File: src/design/link_pkg.sv
package link_pkg;

  // one byte on the host link
  typedef logic [7:0] byte_t;

  // command byte codes
  typedef enum logic [7:0] {
    CMD_NOP   = 8'h00,
    CMD_READ  = 8'h01,
    CMD_WRITE = 8'h02
  } cmd_t;

  typedef enum logic [3:0] {
    CMND,
    ADDR0,
    ADDR1,
    DATA0,
    DATA1,
    WRITE,
    READ,
    REPLY0,
    REPLY1
  } bridge_state_t;

endpackage

File: src/design/bus_pkg.sv
package bus_pkg;

  localparam int ADDR_W = 16;
  localparam int DATA_W = 16;

  // word-wide bus, byte pairs on the link
  typedef logic [ADDR_W-1:0] addr_t;
  typedef logic [DATA_W-1:0] data_t;

endpackage

File: src/design/wb_if.sv
`timescale 1ns/1ns

interface wb_if;

  logic           cyc;
  logic           stb;
  logic           we;
  bus_pkg::addr_t adr;
  bus_pkg::data_t dat_w;  // master to target
  bus_pkg::data_t dat_r;  // target to master
  logic           ack;
  logic           err;

  modport master (
    output cyc, stb, we, adr, dat_w,
    input  dat_r, ack, err
  );

  modport target (
    input  cyc, stb, we, adr, dat_w,
    output dat_r, ack, err
  );

endinterface

File: src/design/as_rx_queue.sv
`timescale 1ns/1ns

module as_rx_queue #(
  parameter int QUEUE_DEPTH = 8
) (
  input  logic            clk,
  input  logic            reset,
  input  logic            push_i,
  input  link_pkg::byte_t data_i,
  input  logic            pop_i,
  output logic            valid_o,
  output link_pkg::byte_t data_o,
  output logic            full_o
);

  localparam int PTR_W = $clog2(QUEUE_DEPTH);
  localparam int CNT_W = $clog2(QUEUE_DEPTH + 1);

  link_pkg::byte_t  mem [QUEUE_DEPTH];
  logic [PTR_W-1:0] wr_ptr;
  logic [PTR_W-1:0] rd_ptr;  // wraps, depth is a power of two
  logic [CNT_W-1:0] count;
  logic             do_push;
  logic             do_pop;

  assign full_o  = (count == CNT_W'(QUEUE_DEPTH));
  assign valid_o = (count != '0);
  assign data_o  = mem[rd_ptr];
  assign do_push = push_i && !full_o;  // drop when full
  assign do_pop  = pop_i && valid_o;

  always_ff @(posedge clk) begin
    if (reset) begin
      wr_ptr <= '0;
      rd_ptr <= '0;
      count  <= '0;
    end else begin
      if (do_push) wr_ptr <= wr_ptr + 1'b1;
      if (do_pop) rd_ptr <= rd_ptr + 1'b1;
      case ({do_push, do_pop})
        2'b10:   count <= count + 1'b1;
        2'b01:   count <= count - 1'b1;
        default: count <= count;  // both or neither
      endcase
    end
  end

  always_ff @(posedge clk) begin
    if (do_push) mem[wr_ptr] <= data_i;
  end

endmodule

File: src/design/as_wb_bridge.sv
`timescale 1ns/1ns

module as_wb_bridge (
  input  logic            clk,
  input  logic            reset,
  input  logic            rx_valid_i,
  input  link_pkg::byte_t rx_data_i,
  output logic            rx_pop_o,
  input  logic            as_busy_i,
  output logic            as_dstrb_o,
  output link_pkg::byte_t as_data_o,
  wb_if.master            bus
);

  link_pkg::bridge_state_t state;
  logic                    is_write;  // latched from the command byte
  bus_pkg::data_t          rd_buf;

  // one byte consumed per cycle in the receiving states
  always_comb begin
    case (state)
      link_pkg::CMND,
      link_pkg::ADDR0,
      link_pkg::ADDR1,
      link_pkg::DATA0,
      link_pkg::DATA1: rx_pop_o = rx_valid_i;
      default:         rx_pop_o = 1'b0;
    endcase
  end

  always_ff @(posedge clk) begin
    if (reset) begin
      state      <= link_pkg::CMND;
      is_write   <= 1'b0;
      as_dstrb_o <= 1'b0;
      bus.cyc    <= 1'b0;
      bus.stb    <= 1'b0;
    end else begin
      as_dstrb_o <= 1'b0;  // single-cycle pulse
      case (state)
        link_pkg::CMND: begin
          if (rx_valid_i) begin
            case (link_pkg::cmd_t'(rx_data_i))
              link_pkg::CMD_WRITE: begin
                is_write <= 1'b1;
                state    <= link_pkg::ADDR0;
              end
              link_pkg::CMD_READ: begin
                is_write <= 1'b0;
                state    <= link_pkg::ADDR0;
              end
              default: state <= link_pkg::CMND;  // nop or unknown code, dropped
            endcase
          end
        end
        link_pkg::ADDR0: begin
          if (rx_valid_i) begin
            bus.adr[7:0] <= rx_data_i;
            state        <= link_pkg::ADDR1;
          end
        end
        link_pkg::ADDR1: begin
          if (rx_valid_i) begin
            bus.adr[15:8] <= rx_data_i;
            if (is_write) begin
              state <= link_pkg::DATA0;
            end else begin
              bus.cyc <= 1'b1;
              bus.stb <= 1'b1;
              bus.we  <= 1'b0;
              state   <= link_pkg::READ;
            end
          end
        end
        link_pkg::DATA0: begin
          if (rx_valid_i) begin
            bus.dat_w[7:0] <= rx_data_i;
            state          <= link_pkg::DATA1;
          end
        end
        link_pkg::DATA1: begin
          if (rx_valid_i) begin
            bus.dat_w[15:8] <= rx_data_i;
            bus.cyc         <= 1'b1;
            bus.stb         <= 1'b1;
            bus.we          <= 1'b1;
            state           <= link_pkg::WRITE;
          end
        end
        link_pkg::WRITE: begin
          if (bus.ack || bus.err) begin
            bus.cyc <= 1'b0;
            bus.stb <= 1'b0;
            state   <= link_pkg::CMND;
          end
        end
        link_pkg::READ: begin
          if (bus.err) begin
            bus.cyc <= 1'b0;  // no reply on err
            bus.stb <= 1'b0;
            state   <= link_pkg::CMND;
          end else if (bus.ack) begin
            bus.cyc <= 1'b0;
            bus.stb <= 1'b0;
            rd_buf  <= bus.dat_r;
            state   <= link_pkg::REPLY0;
          end
        end
        link_pkg::REPLY0: begin
          if (!as_busy_i) begin
            as_data_o  <= rd_buf[7:0];  // low byte first
            as_dstrb_o <= 1'b1;
            state      <= link_pkg::REPLY1;
          end
        end
        link_pkg::REPLY1: begin
          // previous strobe keeps the bytes at least two cycles apart
          if (!as_busy_i && !as_dstrb_o) begin
            as_data_o  <= rd_buf[15:8];
            as_dstrb_o <= 1'b1;
            state      <= link_pkg::CMND;
          end
        end
        default: state <= link_pkg::CMND;
      endcase
    end
  end

endmodule

File: src/design/wb_reg_bank.sv
`timescale 1ns/1ns

module wb_reg_bank #(
  parameter int REG_COUNT = 16
) (
  input  logic clk,
  input  logic reset,
  wb_if.target bus
);

  localparam int IDX_W = (REG_COUNT > 1) ? $clog2(REG_COUNT) : 1;

  bus_pkg::data_t   regs [REG_COUNT];
  logic             req;
  logic             in_range;
  logic [IDX_W-1:0] idx;

  // new request only once the previous response has cleared
  assign req      = bus.cyc && bus.stb && !bus.ack && !bus.err;
  assign in_range = (bus.adr < bus_pkg::addr_t'(REG_COUNT));
  assign idx      = bus.adr[IDX_W-1:0];

  always_ff @(posedge clk) begin
    if (reset) begin
      bus.ack <= 1'b0;
      bus.err <= 1'b0;
      for (int i = 0; i < REG_COUNT; i++) begin
        regs[i] <= '0;
      end
    end else begin
      bus.ack <= req && in_range;
      bus.err <= req && !in_range;  // regs untouched
      if (req && in_range && bus.we) regs[idx] <= bus.dat_w;
    end
  end

  // read word, valid alongside ack
  always_ff @(posedge clk) begin
    if (req && in_range && !bus.we) bus.dat_r <= regs[idx];
  end

endmodule

File: src/design/as_wb_subsystem.sv
`timescale 1ns/1ns

module as_wb_subsystem #(
  parameter int QUEUE_DEPTH = 8,
  parameter int REG_COUNT   = 16
) (
  input  logic            clk,
  input  logic            reset,
  input  link_pkg::byte_t as_data_i,
  input  logic            as_dstrb_i,
  output logic            as_full_o,
  input  logic            as_busy_i,
  output link_pkg::byte_t as_data_o,
  output logic            as_dstrb_o
);

  logic            rx_valid;
  link_pkg::byte_t rx_data;
  logic            rx_pop;

  wb_if wb_bus ();

  // host bytes wait here while a transfer runs
  as_rx_queue #(
    .QUEUE_DEPTH (QUEUE_DEPTH)
  ) u_rx_queue (
    .clk     (clk),
    .reset   (reset),
    .push_i  (as_dstrb_i),
    .data_i  (as_data_i),
    .pop_i   (rx_pop),
    .valid_o (rx_valid),
    .data_o  (rx_data),
    .full_o  (as_full_o)
  );

  as_wb_bridge u_bridge (
    .clk        (clk),
    .reset      (reset),
    .rx_valid_i (rx_valid),
    .rx_data_i  (rx_data),
    .rx_pop_o   (rx_pop),
    .as_busy_i  (as_busy_i),
    .as_dstrb_o (as_dstrb_o),
    .as_data_o  (as_data_o),
    .bus        (wb_bus.master)
  );

  wb_reg_bank #(
    .REG_COUNT (REG_COUNT)
  ) u_reg_bank (
    .clk   (clk),
    .reset (reset),
    .bus   (wb_bus.target)
  );

endmodule

File: config.mk
export PLATFORM = sky130hd
export DESIGN_NAME = as_wb_subsystem
export DESIGN_NICKNAME = d
export VERILOG_FILES = /design/src/design/link_pkg.sv /design/src/design/bus_pkg.sv /design/src/design/wb_if.sv /design/src/design/as_rx_queue.sv /design/src/design/as_wb_bridge.sv /design/src/design/wb_reg_bank.sv /design/src/design/as_wb_subsystem.sv
export SDC_FILE = /design/constraint.sdc
export NUM_CORES = 1
export LEC_CHECK = 0
export BUFFER_PORTS_ARGS = -buffer_cell sky130_fd_sc_hd__buf_2
export CORE_UTILIZATION = 55
export DETAILED_ROUTE_END_ITERATION = 8
export PLACE_DENSITY = 0.8
export SETUP_SLACK_MARGIN = 0.15
export SYNTH_ARGS = -nofsm -noshare
export SYNTH_HDL_FRONTEND = slang
export SYNTH_SLANG_ARGS = --single-unit
export TNS_END_PERCENT = 50
File: constraint.sdc
create_clock -name clk -period 2.8 [get_ports clk]
set_input_delay 0.42 -clock clk [delete_from_list [all_inputs] [get_ports clk]]
set_output_delay 0.42 -clock clk [all_outputs]
set_load 0.05 [all_outputs]
==> impl_metrics.py <==
metrics = {
    "die": {
        "initial_core_util": 0.560,
        "die_w_um": 181,
        "core-area_um2": 31600,
        "fp.dieH_um": 181,
        "num_rows": 65,
        "io_pins": 22,
        "die_area_um2": 32800,
    },
    "sta": {
        "fin_crit_ps": 2500,
        "fin_skew_ps": 23.6,
        "setup_viol_count_final": 0,
        "setup_tns_ps": 0,
        "finalMaxSlewViolations": 0,
        "setup_slack_ps": 304,
        "slew_headroom": 0.448,
        "fin_crit_sh": 0.891,
        "grt_setup_unrepaired": "false",
        "tightest_slew_ps": 828,
        "fmax_mhz": 401,
        "hold_violations": 0,
        "whs_ps": 116,
    },
    "yosys": {
        "yosys-top-cells-area": "edfxtp_1 (67%), mux4_2 (12%), and2_1 (9.2%)",
        "synth_flop_cell": "edfxtp_1",
        "ys_seq_area_frac": 0.693,
        "synth_area_um2": 17700,
        "async_reset_ff_frac": 0,
        "ys_seq_elements": 415,
        "avgSynthCellArea_um2": 17.0,
        "ys_warn_count": 0,
        "yosysMostFrequentCell": "edfxtp_1",
        "syn_inst": 1042,
        "syn_nets": 1059,
        "synth_edf_count": 393,
        "synth_common_cells": "edfxtp_1 (393), and2_1 (260), mux4_2 (94), clkbuf_1 (40), nor2_1 (31)",
        "synth_cell_types": 54,
        "synth_top_cell_area_share": 0.668,
        "yosysTopAreaCell": "edfxtp_1",
    },
    "detailed_routing": {
        "wirelength_mm": 37.1,
        "drtIter0Drc": 1050,
        "met1_length_mm": 15.2,
        "postRouteAntennaNets": 0,
        "wl_met2_mm": 18.2,
        "drc_errors": 0,
        "wl_met3_mm": 2.77,
        "dr.pass1.iters": 5,
        "highest_layer": "met5",
        "num_vias": 9130,
        "viasPerCell": 5.99,
        "routedWlPerCell_um": 24.4,
    },
    "finish": {
        "final_core_util": 0.627,
        "instances_no_fill": 1523,
        "final_area_um2": 19800,
        "syn2layout_area_growth_pct": 12.0,
        "nets": 1109,
        "drive_above_1_share": 0.244,
        "antenna_cells": 0,
        "fill_cells": 2122,
    },
    "power": {
        "vdd_drop_max_uv": 490,
        "finalPower_mw": 14.0,
        "leakagePower_nw": 7.02,
        "power_density_nw_per_um2": 706,
    },
    "grt": {
        "grt_max_degree": 53,
        "grt_use_total": 0.231,
        "grt_pass1_wl_mm": 56.0,
        "gr-total-overflow": 0,
        "grt_pass1_vias": 9102,
        "antenna_found_initial": 3,
    },
    "cts": {
        "clk_pin_slew_ps": 60,
        "cts_buffers": 43,
        "post-cts-setup-buffers": 0,
        "clock-sinks": 415,
        "hold_buffers": 0,
        "clk_latency_ps": 540,
        "cts_buffer_depth": 3,
        "tritoncts": "built",
        "cts_max_level": 2,
        "root_buffer": "clkbuf_16",
        "cts_resized": 0,
    },
    "placement": {
        "port_buffers": 21,
        "dp_hpwl_mm": 23.6,
        "placed_cells": 1449,
        "place.gp.congestion": 0.809,
        "placed_cell_area_um2": 18400,
        "place_ws_ps": 129,
    },
    "critical_path": {
        "path_class": "register to register",
        "worstPathRequired_ps": 2990,
        "critical_path_arrival_ps": 2690,
        "endpoint_kind": "register",
        "path_max_fanout": 16,
        "start_kind": "register",
    },
    "flow_run": {
        "maxCapViolCount": 0,
    },
    "status": {
        "status": "finished, final reports clean",
    },
    "worst_hold_path": {
        "hold_class": "input pin to register",
    },
}
-- registers in the layout, indices dropped and copies added (netlist names), named ones only --
name / count
u_rx_queue.wr_ptr: 3
u_bridge.bus.adr: 16
u_reg_bank.bus.err: 1
u_reg_bank.bus.dat_r: 16
u_reg_bank.bus.ack: 1
u_rx_queue.rd_ptr: 3
u_rx_queue.mem: 64
u_bridge.as_data_o: 8
u_bridge.bus.we: 1
u_bridge.as_dstrb_o: 1
u_bridge.bus.dat_w: 16
u_bridge.rd_buf: 16
u_bridge.is_write: 1
u_bridge.state: 4
u_bridge.bus.cyc: 1
u_reg_bank.regs: 256
u_rx_queue.count: 4
-- report_power, final --
group / total [mW] / switching [mW] / internal, mW
combinational: 1.22 / 0.709 / 0.510
clock: 5.54 / 2.29 / 3.24
sequential: 7.21 / 0.119 / 7.09
-- final cells by class --
| class | instances | area (um^2) | share of cell area |
|---|---|---|---|
| inverter | 4 | 15.0 | 0.000759 |
| clock buffer | 53 | 1130 | 0.0573 |
| clock inverter | 21 | 226 | 0.0114 |
| tap | 402 | 503 | 0.0254 |
| sequential | 415 | 12200 | 0.619 |
| multi-input combinational | 555 | 5140 | 0.260 |
| timing repair buffer | 73 | 520 | 0.0263 |
-- worst paths after layout --
kind,slack (ps),startpoint,to,cells after the start
setup / recovery,300,u_bridge.bus.adr[7],u_reg_bank.regs[6][11],5
hold / removal,120,as_busy_i,u_bridge.as_dstrb_o,2
setup reg to reg,300,u_bridge.bus.adr[7],u_reg_bank.regs[6][11],5
hold reg to reg,410,u_reg_bank.bus.dat_r[2],u_bridge.rd_buf[2],0
-- critical path, stage by stage, from the launching register on --
cell and delay [ps]:
edfxtp_1 360, or4_1 600, nor3_4 290, nand4b_2 240, nor2_1 230, or2_2 440
-- cell families (layout without fill, tap and decap cells) --
| group | count (synthesis) | count (layout) | share of synthesized area |
|---|---|---|---|
| DFF | 415 | 415 | 0.693 |
| adders and majority gates | 5 | 5 | 0.00354 |
| xor gates and xnor gates | 9 | 9 | 0.00446 |
| and+or+nand+nor | 393 | 393 | 0.136 |
| muxes | 115 | 115 | 0.133 |
| buffers and inverters | 72 | 151 | 0.0177 |
| AOI/OAI and AO/OA | 33 | 33 | 0.0119 |
-- per-layer routing --
layer  up-vias  track usage
li1       4022            -
met1      4707        0.315
met2       332        0.377
met3        65       0.0496
met4         4       0.0712
met5         -            0
-- cells in the final DEF (no fill, tap or decap), drive strengths merged, types with 9 or more instances in the layout --
master / count
a21oi: 10
and2: 260
buf: 73
clkbuf: 53
clkinv: 14
dfxtp: 22
edfxtp: 393
mux2: 15
mux4: 94
nand2: 20
nand2b: 9
nor2: 31
nor3: 18
or2: 18
No activity file was read; power rests on OpenSTA's default activity.
